==> config.mk <==
export PLATFORM = sky130hd
export DESIGN_NAME = main_decode
export DESIGN_NICKNAME = d
export VERILOG_FILES = /design/src/rtl/bubl_pkg.sv /design/src/rtl/main_decode.sv
export SDC_FILE = /design/constraint.sdc
export NUM_CORES = 1
export LEC_CHECK = 0
export ABC_AREA = 1
export BUFFER_PORTS_ARGS = -buffer_cell sky130_fd_sc_hd__buf_4
export CORE_AREA = 2 2 39 41
export DETAILED_ROUTE_END_ITERATION = 8
export DIE_AREA = 0 0 41 43
export PLACE_DENSITY = 0.66
export SLEW_MARGIN = 20
export SYNTH_ARGS = -nofsm -noshare
export SYNTH_HDL_FRONTEND = slang
export SYNTH_SLANG_ARGS = --single-unit
==> constraint.sdc <==
create_clock -name vclk -period 0.8
set_input_delay 0 -clock vclk [all_inputs]
set_output_delay 0 -clock vclk [all_outputs]
set_load 0.005 [all_outputs]
==> src/rtl/bubl_pkg.sv <==
//////////////////////////////////////////////////
// Bubble Bobble memory map only. Bounds are inclusive
//////////////////////////////////////////////////
`default_nettype none

package bubl_pkg;

    localparam int cpu_addr_w      = 16;
    localparam int byte_w          = 8;
    localparam int main_rom_aw     = 18;
    localparam int sub_rom_aw      = 15;
    localparam int work_aw_default = 13;  // 8kB shared work RAM

    localparam logic [3:0]        bank_base = 4'd2;    // First banked ROM page
    localparam logic [2:0]        bank_flip = 3'b100;  // Top bank bit is inverted
    localparam logic [byte_w-1:0] open_bus  = 8'hFF;

    // Main CPU map
    localparam logic [cpu_addr_w-1:0] rom_hi  = 16'hBFFF;
    localparam logic [cpu_addr_w-1:0] bank_lo = 16'h8000;  // Banked window up to rom_hi
    localparam logic [cpu_addr_w-1:0] vram_lo = 16'hC000;
    localparam logic [cpu_addr_w-1:0] vram_hi = 16'hDFFF;
    localparam logic [cpu_addr_w-1:0] work_lo = 16'hE000;
    localparam logic [cpu_addr_w-1:0] work_hi = 16'hF7FF;
    localparam logic [cpu_addr_w-1:0] pal_lo  = 16'hF800;
    localparam logic [cpu_addr_w-1:0] pal_hi  = 16'hF9FF;
    localparam logic [cpu_addr_w-1:0] snd_lo  = 16'hFA00;
    localparam logic [cpu_addr_w-1:0] snd_hi  = 16'hFA7F;
    localparam logic [cpu_addr_w-1:0] misc_lo = 16'hFB40;  // Write only
    localparam logic [cpu_addr_w-1:0] misc_hi = 16'hFB7F;

    // Sub CPU map
    localparam logic [cpu_addr_w-1:0] sub_rom_hi  = 16'h7FFF;
    localparam logic [cpu_addr_w-1:0] sub_work_lo = 16'hE000;  // Up to FFFF

    typedef enum logic [2:0] {
        REG_NONE,
        REG_ROM,
        REG_VRAM,
        REG_WORK,
        REG_PAL,
        REG_SOUND,
        REG_MISC
    } main_region_e;

endpackage

`default_nettype wire

==> src/rtl/main_decode.sv <==
//////////////////////////////////////////////////
// Purely combinational. MISC reads decode as NONE
//////////////////////////////////////////////////
`timescale 1ns/1ps
`default_nettype none

module main_decode (
    input  logic [bubl_pkg::cpu_addr_w-1:0]  main_addr,
    input  logic                             main_mreq_n,
    input  logic                             main_wr_n,
    input  logic [2:0]                       bank,
    output bubl_pkg::main_region_e           main_region,
    output logic [bubl_pkg::main_rom_aw-1:0] main_rom_addr
);
    import bubl_pkg::*;

    main_region_e region_raw;
    logic         in_window;

    always_comb begin
        if (main_addr <= rom_hi)
            region_raw = REG_ROM;
        else if (main_addr >= vram_lo && main_addr <= vram_hi)
            region_raw = REG_VRAM;
        else if (main_addr >= work_lo && main_addr <= work_hi)
            region_raw = REG_WORK;
        else if (main_addr >= pal_lo && main_addr <= pal_hi)
            region_raw = REG_PAL;
        else if (main_addr >= snd_lo && main_addr <= snd_hi)
            region_raw = REG_SOUND;
        else if (main_addr >= misc_lo && main_addr <= misc_hi && !main_wr_n)
            region_raw = REG_MISC;
        else
            region_raw = REG_NONE;  // Old mcram, tres and nmi areas land here

        main_region = main_mreq_n ? REG_NONE : region_raw;

        // Selection must never leak out of a memory cycle
        assert (!(main_mreq_n && main_region != REG_NONE));
    end

    //////////////////////////////////////////////////
    // ROM address: 32kB fixed, 16kB pages above 8000

    assign in_window = main_addr >= bank_lo && main_addr <= rom_hi;

    always_comb begin
        if (in_window)
            main_rom_addr = {{1'b0, bank} + bank_base, main_addr[13:0]};
        else
            main_rom_addr = {3'd0, main_addr[14:0]};
    end

endmodule

`default_nettype wire

# Word-level counts from Yosys, hierarchy flattened

Cells that the tools add are included.

Register bits after elaboration: 0
Bits in latches: 0
Memory bits (writable): 0
ROM bits: 0
Input bits: 21
Word-level logic and storage cells: 29
Memories kept: 0

Add/sub/neg operators: 1
$mul: 0
Div/mod/pow operators: 0
Magnitude comparators: 12
Eq/ne operators: 0
Shift-type cells: 0
Mux-type cells: 8
Bitwise operators: 0
Reductions and logical operators: 8

Operators by type and width:

| kind                 | number |
|---|---|
| $ge 16x16->1 const B | 6 |
| $le 16x16->1 const B | 6 |
| $mux 3               | 7 |
| $mux 18              | 1 |
| $logic_and 1x1->1    | 7 |
| $add 3x2->4 const B  | 1 |
| $logic_not 1->1      | 1 |

# Depth between registers and ports, before layout

Gate-level depths: netlist of the first run.

Word-level depth: 10
Mapped depth: 8
Gate-level depth less buffers: 8

# Worst setup path after synthesis of the first run

Ideal clock, no wire load.

Path type: input to output
Start point: in main_addr[8] (netlist bit)
End point: out main_region[2]
Arrival: 564 ps
Data required time: 800 ps
Slack: 236 ps
Stages: 6
Path through: nand2_1 > o21ai_0 > nand3_1 > nor2_2 > nor2_1 > nor2_1

Word-level cells in the longest chain between the ends: 10
Elaborated cells on any way between the ends: 24

RTL lines:

| element                                      | RTL line          | text |
|---|---|---|
| start: declaration                           | main_decode.sv:8  | `input logic [bubl_pkg::cpu_addr_w-1:0] main_addr,` |
| $ge 16x16->1 or $le 16x16->1 (tied branches) | main_decode.sv:31 | `else if (main_addr >= misc_lo && main_addr <= misc_hi && !main_wr_n)` |
| $logic_and 1x1->1 (2 in a row)               | main_decode.sv:31 |  |
| $mux 3                                       | main_decode.sv:31 |  |
| $mux 3                                       | main_decode.sv:29 | `else if (main_addr >= snd_lo && main_addr <= snd_hi)` |
| $mux 3                                       | main_decode.sv:27 | `else if (main_addr >= pal_lo && main_addr <= pal_hi)` |
| $mux 3                                       | main_decode.sv:25 | `else if (main_addr >= work_lo && main_addr <= work_hi)` |
| $mux 3                                       | main_decode.sv:23 | `else if (main_addr >= vram_lo && main_addr <= vram_hi)` |
| $mux 3 *                                     | main_decode.sv:21 | `if (main_addr <= rom_hi)` |
| $mux 3 *                                     | main_decode.sv:36 | `main_region = main_mreq_n ? REG_NONE : region_raw;` |
| end: declaration                             | main_decode.sv:12 | `output bubl_pkg::main_region_e main_region,` |

Mark *: on every way between the ends. The rest lies on a longest branch, timed or not.

# Final worst setup path of the first run

Start point: in main_addr[15] (netlist bit)
End point: out main_region[2]

Same word-level chain as after synthesis.

==> results of run 1 <==
-- cells in the mapped netlist --
cell type | instances | area [sq um]
sky130_fd_sc_hd__a21oi_1 | 2 | 10.01
sky130_fd_sc_hd__inv_2 | 1 | 3.750
sky130_fd_sc_hd__nor2_1 | 13 | 48.80
sky130_fd_sc_hd__nand3b_1 | 1 | 7.510
sky130_fd_sc_hd__nand3_2 | 1 | 10.01
sky130_fd_sc_hd__clkinv_1 | 1 | 3.750
sky130_fd_sc_hd__nor2_2 | 1 | 6.260
sky130_fd_sc_hd__nand3_1 | 5 | 25.02
sky130_fd_sc_hd__inv_1 | 5 | 18.77
sky130_fd_sc_hd__o211ai_1 | 1 | 7.510
sky130_fd_sc_hd__nand2_2 | 2 | 12.51
sky130_fd_sc_hd__nand4_1 | 1 | 6.260
sky130_fd_sc_hd__ha_1 | 1 | 12.51
sky130_fd_sc_hd__nor2_4 | 1 | 11.26
sky130_fd_sc_hd__and2_1 | 1 | 6.260
sky130_fd_sc_hd__o21ai_1 | 1 | 5.000
sky130_fd_sc_hd__nand2_1 | 9 | 33.78
sky130_fd_sc_hd__o21ai_0 | 2 | 10.01
sky130_fd_sc_hd__buf_4 | 14 | 105.1
-- critical path, cell delays in order --
cell,delay (ns)
sky130_fd_sc_hd__buf_6,0.09
sky130_fd_sc_hd__nand2_4,0.07
sky130_fd_sc_hd__nor2_4,0.18
sky130_fd_sc_hd__nand3_2,0.09
sky130_fd_sc_hd__nand2_1,0.09
sky130_fd_sc_hd__nor2_2,0.04
sky130_fd_sc_hd__nor2_1,0.10
sky130_fd_sc_hd__nor2_1,0.05
sky130_fd_sc_hd__buf_4,0.13
-- cells by family after synthesis --
group,after synthesis,share of synthesized area [%]
AO/OA/AOI/OAI,6,9.454
AND/OR/NAND/NOR,35,48.73
buffers and inverters,21,38.18
adder cells (fa/ha/maj),1,3.636
-- repair_timing --
action                                  in CTS  in global routing
buffers inserted                             0                  0
endpoints found under the setup margin       2                  3
gates resized for setup                     17                  1
pin swaps                                   12                  7
-- stage by stage --
stage | cells | setup slack [ns] | TNS, ns | power [mW]
after floorplan | 63 | 0.2360 | 0 | 0.1192
after global placement | 99 | -0.05919 | -0.09929 | 0.2186
after detailed placement | 99 | -0.05883 | -0.09621 | 0.2207
after CTS | 99 | -0.03611 | -0.03611 | 0.2487
after global routing | 99 | -0.1223 | -0.2286 | 0.2736
final | 99 | -0.03902 | -0.03974 | 0.2487
-- layer usage --
metal	part of all wire (%)	routed length (microns)	up-vias	track usage (%)
met1	38	350	185	13.29
met3	14	132	0	0.5236
li1	-	-	225	-
met5	0	0	-	0
met4	0	0	0	0.6667
met2	47	433	26	17.81
-- report_power, final --
group | total [mW] | internal [mW] | switching (mW) | leakage, nW
registers | 0 | 0 | 0 | 0
clock network | 0 | 0 | 0 | 0
logic | 0.249 | 0.145 | 0.104 | 0.295
-- placed cells by master (no fill, tap or decap), types with 2 or more instances in the layout --
master                    synthesis  layout
sky130_fd_sc_hd__buf_4           14      27
sky130_fd_sc_hd__nor2_1          13      11
sky130_fd_sc_hd__nand2_1          9       8
sky130_fd_sc_hd__buf_6            0       6
sky130_fd_sc_hd__inv_1            5       4
sky130_fd_sc_hd__nand3_1          5       3
sky130_fd_sc_hd__nor2_2           1       3
sky130_fd_sc_hd__nand3_2          1       3
sky130_fd_sc_hd__nand2_4          0       2
sky130_fd_sc_hd__inv_2            1       2
sky130_fd_sc_hd__o21ai_1          1       2
-- cell type report --
class | instances | share of cell area (%)
tap | 16 | 3.478
multi-input combinational | 42 | 42.39
timing repair buffer | 34 | 49.57
inverter | 7 | 4.565
-- path summary, 6_finish.rpt --
check,from,to,slack [ns],depth (start not counted)
worst max-delay path,main_addr[15],main_region[2],-0.04,9
worst min-delay path,main_addr[2],main_rom_addr[2],0.000002,0
==> summary.txt, run 1 <==
Floorplan
  • Top-level I/O count: 42
  • Overall die width: 41 microns
  • Placeable Area: 1384 sq um
  • Row count: 14
  • Area enclosed by the die boundary: 1763 sq um
  • Initial core utilization: 24.86%
  • Chip Height: 43 microns

Finish
  • Post-route cell area: 575.6 sq um
  • Count of clock buffers in the final design: 0
  • Layout cell share with drive strength beyond 1: 56.63%
  • Area of the multi-input gates: 244.0 sq um
  • Final sequential cell count: 0
  • Number of fill cells in the layout: 148
  • Area grow syn2layout: 67.27%
  • Area of all sequential standard cells: 0 sq um
  • Final nets: 107
  • Final core occ: 41.59%
  • Count of antenna diodes in the layout: 0

Yosys
  • Post-synthesis cell type count: 19
  • Ys Warns: 0
  • Count of mapped cells out of synthesis: 63
  • Synth Cell Area: 344.1 sq um
  • Sequential element share of the synthesized area: 0%
  • Total nets after synthesis: 85
  • Syn_area_per_cell: 5.462 sq um

Critical path
  • Critical Path End Type: primary output
  • Data arrival, critical path: 0.84 ns
  • Critical path startpoint category: input port
  • Worst Path Max Fanout: 6
  • Required time at the worst-slack endpoint: 0.80 ns
  • Type of the worst setup path: in2out

Detailed routing
  • Total number of vias: 436
  • Total DRC errors in the routed layout: 0
  • Number of DRC violations after detailed-routing iteration 0: 0
  • Antenna violation net count after detailed routing: 0
  • Via/cell ratio: 4.404
  • Total Wirelength: 916 microns
  • Avg WL per Cell: 9.253 microns
  • 1st-pass router iterations: 1

GRT
  • Overall overflow remaining after global route: 0
  • Tot GR Track Use: 10.09%
  • Antenna violations before repair: 0
  • Pin count of the biggest net entering global routing: 8
  • Number of global-route vias before repair: 367
  • Global-route wire length before repair: 1359 microns

Timing
  • Final Hold Slack: 0.000001851 ns
  • Headroom to the max-slew limit: 87.21%
  • Final worst-path cycle share: 104.9%
  • Max Clock Freq: 1192 MHz
  • Worst-margin pin slew: 0.1906 ns
  • Final Critical Period: 0.8390 ns
  • Number of setup violations in the final report: 2
  • RSZ-0062 raised after global routing: yes
  • Final setup margin: -0.03902 ns
  • Endpoints failing hold: 0
  • Pins over their slew limit: 0

Run status
  • Violations in the final reports: negative setup slack
  • Status: complete, but fails checks

Run
  • Maxcap violations: 0

Place
  • Half-perimeter wire length after detailed placement: 785.9 microns
  • Routability Congestion: 0.8213
  • Dpl cell area: 514.2 sq um
  • Port Buffer Count: 30

Pwr
  • Leakage power figure: 0.2954 nW
  • Max rail drop VDD: 0.1712 mV
  • Power density relative to cell area: 432.2 nW/um^2

Clock tree
  • Hold buffers post-CTS: 0

Min path
  • Worst hold-check path type: in2out
(Power assumes the default switching activity.)
==> inputs of run 2 (changes only) <==
Settings changed: BUFFER_PORTS_ARGS -buffer_cell sky130_fd_sc_hd__buf_4 to -buffer_cell sky130_fd_sc_hd__buf_2.
==> run 2 against run 1 <==
  * The flow still finishes with violations (negative setup slack)
  * Routed wire length decreased by 0.44%
  * First-iteration DRC count increased by 6
  * Cell area decreased by 6.3%
  * Worst hold slack about the same
  * Fmax decreased by 2.7%
  * Cell count increased by 2.0%
  * Via count increased by 5.7%
  * Non-clock buffer count increased by 2
  * Combinational power decreased by 11%
  * Sequential share of layout area unchanged
  * Worst setup slack got worse by 0.023 ns
  * Critical path type unchanged
  * Highest routed layer unchanged
==> summary.txt, run 2 (synthesized netlist as in run 1, its figures left out) <==
Run status
  • Status: complete, but fails checks
  • Violations in the final reports: negative setup slack

GRT
  • Antenna violations before repair: 0 (unchanged)
  • Tot GR Track Use: 8.591% (-1.5 points)
  • Overall overflow remaining after global route: 0 (unchanged)
  • Global-route wire length before repair: 1152 microns (-15%)
  • Pin count of the biggest net entering global routing: 7 (-1)
  • Number of global-route vias before repair: 313 (-15%)

Critical path
  • Required time at the worst-slack endpoint: 0.80 ns (about the same)
  • Critical path startpoint category: input port
  • Critical Path End Type: primary output
  • Data arrival, critical path: 0.86 ns (+0.02 ns)
  • CP startpoint: main_addr[15]
  • Type of the worst setup path: in2out
  • Worst Path Max Fanout: 6 (unchanged)

Detailed routing
  • Number of DRC violations after detailed-routing iteration 0: 6 (+6)
  • Total Wirelength: 912 microns (-0.44%)
  • 1st-pass router iterations: 4 (+3)
  • Via/cell ratio: 4.564 (+3.6%)
  • Total DRC errors in the routed layout: 0 (unchanged)
  • Antenna violation net count after detailed routing: 0 (unchanged)
  • Avg WL per Cell: 9.030 microns (-2.4%)
  • Total number of vias: 461 (+5.7%)

Timing
  • Max Clock Freq: 1160 MHz (-2.7%)
  • Final worst-path cycle share: 107.8% (+2.9 points)
  • Worst-margin pin slew: 0.2006 ns (+0.01005 ns)
  • Headroom to the max-slew limit: 86.54% (-0.67 points)
  • Final setup margin: -0.06212 ns (-0.02311 ns)
  • Final Critical Period: 0.8621 ns (+0.02311 ns)
  • Final Hold Slack: 0.000001851 ns (-0.00000000004000 ns)
  • RSZ-0062 raised after global routing: yes
  • Pins over their slew limit: 0 (unchanged)
  • Endpoints failing hold: 0 (unchanged)
  • Number of setup violations in the final report: 3 (+1)

Floorplan
  • Overall die width: 41 microns (unchanged)
  • Initial core utilization: 24.86% (unchanged)
  • Top-level I/O count: 42 (unchanged)
  • Area enclosed by the die boundary: 1763 sq um (unchanged)
  • Chip Height: 43 microns (unchanged)
  • Placeable Area: 1384 sq um (unchanged)
  • Row count: 14 (unchanged)

Run
  • Maxcap violations: 0 (unchanged)

Finish
  • Layout cell share with drive strength beyond 1: 61.18% (+4.5 points)
  • Most frequent cells in the layout: 25 x sky130_fd_sc_hd__buf_2, 11 x sky130_fd_sc_hd__nor2_1, 8 x sky130_fd_sc_hd__buf_4
  • Most common cell after layout, fill and taps aside: sky130_fd_sc_hd__buf_2
  • Count of antenna diodes in the layout: 0 (unchanged)
  • Final nets: 109 (+1.9%)
  • Number of fill cells in the layout: 164 (+11%)
  • Non-filler instance count after layout: 101 (+2.0%)
  • Area of the multi-input gates: 261.5 sq um (+7.2%)
  • Area of all sequential standard cells: 0 sq um (unchanged)
  • Final sequential cell count: 0 (unchanged)
  • Count of clock buffers in the final design: 0 (unchanged)
  • Area grow syn2layout: 56.73%

Min path
  • Worst hold-check path type: in2out
  • Hold path startpoint: main_addr[2]

Pwr
  • Max rail drop VDD: 0.1890 mV (+10%)
  • Power density relative to cell area: 409.9 nW/um^2 (-5.2%)
  • Total chip power: 0.2210 mW (-11%)
  • Leakage power figure: 0.2860 nW (-3.2%)

Place
  • Placed Cells incl. Taps: 99 (unchanged)
  • Half-perimeter wire length after detailed placement: 708.5 microns (-9.8%)
  • Minimum setup slack after placement: -0.06615 ns (-0.007317 ns)
  • Port Buffer Count: 30 (unchanged)
  • Routability Congestion: 0.8262 (+0.60%)
-- run 2: stage by stage --
stage,utilization (%),setup TNS (ns),instance area [sq um]
finish,38.97,-0.1339,539.3
global route,38.97,-0.3219,539.3
CTS,33.91,-0.01185,469.2
detailed placement,31.74,-0.1128,439.2
global placement,31.74,-0.1009,439.2
floorplan,-,0,344.1
-- run 2: path summary, 6_finish.rpt --
check                         endpoint  cells after the start
worst max-delay path    main_region[2]                      9
worst min-delay path  main_rom_addr[2]                      0
-- run 2: layout make-up --
class,count,area share [%]
multi-input combinational,42,48.49
timing repair buffer,36,42.92
inverter,7,4.872
tap,16,3.712
-- run 2: critical path, stage by stage --
cell and delay [ns]:
sky130_fd_sc_hd__buf_12 0.09, sky130_fd_sc_hd__nand2_8 0.06, sky130_fd_sc_hd__nor2_4 0.20, sky130_fd_sc_hd__nand3_2 0.11
sky130_fd_sc_hd__nand3_2 0.10, sky130_fd_sc_hd__nand2_1 0.05, sky130_fd_sc_hd__nor2_1 0.10, sky130_fd_sc_hd__nor2_1 0.05
sky130_fd_sc_hd__buf_2 0.12
-- run 2: what timing repair did --
item	4_1_cts	5_1_grt
gates resized for setup	10	15
hold buffers	0	0
endpoints found under the setup margin	2	2
pin swaps	4	16
buffers inserted	0	2
-- run 2: power breakdown --
part / total, mW / switching [mW] / leakage [nW] / internal [mW]
clock: 0 / 0 / 0 / 0
combinational: 0.221 / 0.107 / 0.286 / 0.114
sequential: 0 / 0 / 0 / 0
total: 0.221 / 0.107 / 0.286 / 0.114
-- run 2: metal layers --
layer / global-route usage, % / routed length, microns / vias up
met5: 0 / 0 / -
met3: 0 / 139 / 0
li1: - / - / 233
met1: 12.66 / 332 / 199
met2: 14.06 / 440 / 29
met4: 0.6667 / 0 / 0
==> inputs of run 3 (changes only) <==
Settings changed: PLACE_DENSITY 0.66 to unset, PLACE_DENSITY_LB_ADDON set to 0.2.
==> run 3 against run 2 <==
  * The run still ends with negative setup slack left
  * Cell area increased by 11%
  * Sequential share of layout area did not move
  * Worst setup slack better by 0.032 ns
  * Via count grew 1.1%
  * Core utilization is 4.2 points higher
  * Fmax rose by 3.8%
  * Routed wire length rose by 27%
==> summary.txt, run 3 (synthesized netlist as in run 1, its figures left out) <==
Run status
  • Status: complete, but fails checks
  • Violations in the final reports: negative setup slack

Finish
  • Count of clock buffers in the final design: 0 (unchanged)
  • Most common cell after layout, fill and taps aside: sky130_fd_sc_hd__buf_2
  • Final sequential cell count: 0 (unchanged)
  • Most frequent cells in the layout: 22 x sky130_fd_sc_hd__buf_2, 9 x sky130_fd_sc_hd__nor2_1, 9 x sky130_fd_sc_hd__buf_4
  • Area of all sequential standard cells: 0 sq um (unchanged)
  • Area grow syn2layout: 73.45%
  • Final nets: 111 (+1.8%)
  • Count of antenna diodes in the layout: 0 (unchanged)
  • Non-filler instance count after layout: 103 (+2.0%)
  • Layout cell share with drive strength beyond 1: 66.67% (+5.5 points)

GRT
  • Overall overflow remaining after global route: 0 (unchanged)
  • Number of global-route vias before repair: 365 (+17%)
  • Pin count of the biggest net entering global routing: 8 (+1)
  • Global-route wire length before repair: 1317 microns (+14%)
  • Antenna violations before repair: 0 (unchanged)
  • Tot GR Track Use: 9.690% (+1.1 points)

Floorplan
  • Placeable Area: 1384 sq um (unchanged)
  • Top-level I/O count: 42 (unchanged)
  • Initial core utilization: 24.86% (unchanged)
  • Chip Height: 43 microns (unchanged)
  • Area enclosed by the die boundary: 1763 sq um (unchanged)
  • Row count: 14 (unchanged)
  • Overall die width: 41 microns (unchanged)

Timing
  • Number of setup violations in the final report: 2 (-1)
  • Endpoints failing hold: 0 (unchanged)
  • Max Clock Freq: 1204 MHz (+3.8%)
  • Worst-margin pin slew: 0.2193 ns (+0.01865 ns)
  • Headroom to the max-slew limit: 85.29% (-1.3 points)
  • Final setup margin: -0.03051 ns (+0.03161 ns)
  • Pins over their slew limit: 0 (unchanged)
  • RSZ-0062 raised after global routing: yes
  • Final worst-path cycle share: 103.8% (-4.0 points)
  • Final Hold Slack: 0.000001854 ns (+0.000000003800 ns)
  • Final Critical Period: 0.8305 ns (-0.03161 ns)

Place
  • Port Buffer Count: 30 (unchanged)
  • Placed Cells incl. Taps: 101 (+2.0%)
  • Half-perimeter wire length after detailed placement: 763.3 microns (+7.7%)
  • Routability Congestion: 0.7712 (-6.7%)

Pwr
  • Power density relative to cell area: 438.8 nW/um^2 (+7.0%)
  • Leakage power figure: 0.3109 nW (+8.7%)
  • Max rail drop VDD: 0.1490 mV (-21%)

Critical path
  • Critical Path End Type: primary output
  • Most used cell, CP: sky130_fd_sc_hd__buf_4
  • Type of the worst setup path: in2out
  • Critical path startpoint category: input port
  • Category of cells accounting for the largest share of critical-path delay: buffers and inverters
  • Max stage delay on crit path: 0.19 ns (about the same)
  • Critical path buffer and inverter count: 4 (+2)
  • Max stage delay cell, worst path: sky130_fd_sc_hd__nor2_4
  • Required time at the worst-slack endpoint: 0.80 ns (about the same)
  • Worst Path Max Fanout: 6 (unchanged)
  • Cell-by-cell trace of the critical path: buf_8 -> nand2_8 -> nor2_4 -> buf_4 -> buf_4 -> nand3b_1 -> nor2_1 -> buf_2
  • Data arrival, critical path: 0.83 ns (-0.03 ns)

Clock tree
  • Hold buffers post-CTS: 0 (unchanged)

Detailed routing
  • Number of DRC violations after detailed-routing iteration 0: 6 (unchanged)
  • Total number of vias: 466 (+1.1%)
  • Avg WL per Cell: 11.20 microns (+24%)
  • Via/cell ratio: 4.524 (-0.88%)
  • Antenna violation net count after detailed routing: 0 (unchanged)
  • 1st-pass router iterations: 4 (unchanged)
  • Total Wirelength: 1154 microns (+27%)
  • Total DRC errors in the routed layout: 0 (unchanged)

Min path
  • Worst hold-check path type: in2out

Run
  • Maxcap violations: 0 (unchanged)
## run 3: cell types whose count changed in the layout (fill, tap and decap cells not counted), sizes merged
cell | before | now
buf | 36 | 38
## run 3: what timing repair did
action | in CTS | in global routing
resized for setup | 16 | 21
endpoints found under the setup margin | 2 | 3
endpoints found under the hold margin | 0 | 0
pin swaps | 11 | 18
buffers inserted | 0 | 2
## run 3: path summary, 6_finish.rpt
path | start | cells past startpoint | slack, ns | endpoint
setup / recovery | main_addr[14] | 8 | -0.03 | main_region[2]
hold / removal | main_addr[2] | 0 | 0.000002 | main_rom_addr[2]
## run 3: power breakdown
part	switching, mW	internal, mW
registers	0	0
clock network	0	0
logic	0.125	0.137
total	0.125	0.137
## run 3: per-stage QoR
| step | TNS (ns) | worst slack [ns] | cell area, sq um | power (mW) | util (%) |
|---|---|---|---|---|---|
| after detailed placement | -0.09638 | -0.05052 | 454.2 | 0.1849 | 32.82 |
| after global routing | -0.2521 | -0.1039 | 596.8 | 0.2873 | 43.13 |
| after CTS | 0 | 0.002710 | 506.7 | 0.2119 | 36.62 |
| after global placement | -0.09687 | -0.05177 | 454.2 | 0.1847 | 32.82 |
| after floorplan | 0 | 0.2360 | 344.1 | 0.1192 | - |
| final | -0.06078 | -0.03051 | 596.8 | 0.2619 | 43.13 |
## run 3: cell type report
class / instances / area (sq um)
fill: 154 / 787.0
inverter: 7 / 28.78
multi-input combinational: 42 / 284.0
tap: 16 / 20.02
timing repair buffer: 38 / 264.0
## run 3: per-layer routing
layer	track usage, %	up-vias	share of wire, %
li1	-	237	-
met1	11.71	203	33
met2	18.44	26	56
met3	0.5236	0	12
met4	0	0	0
met5	0	-	0
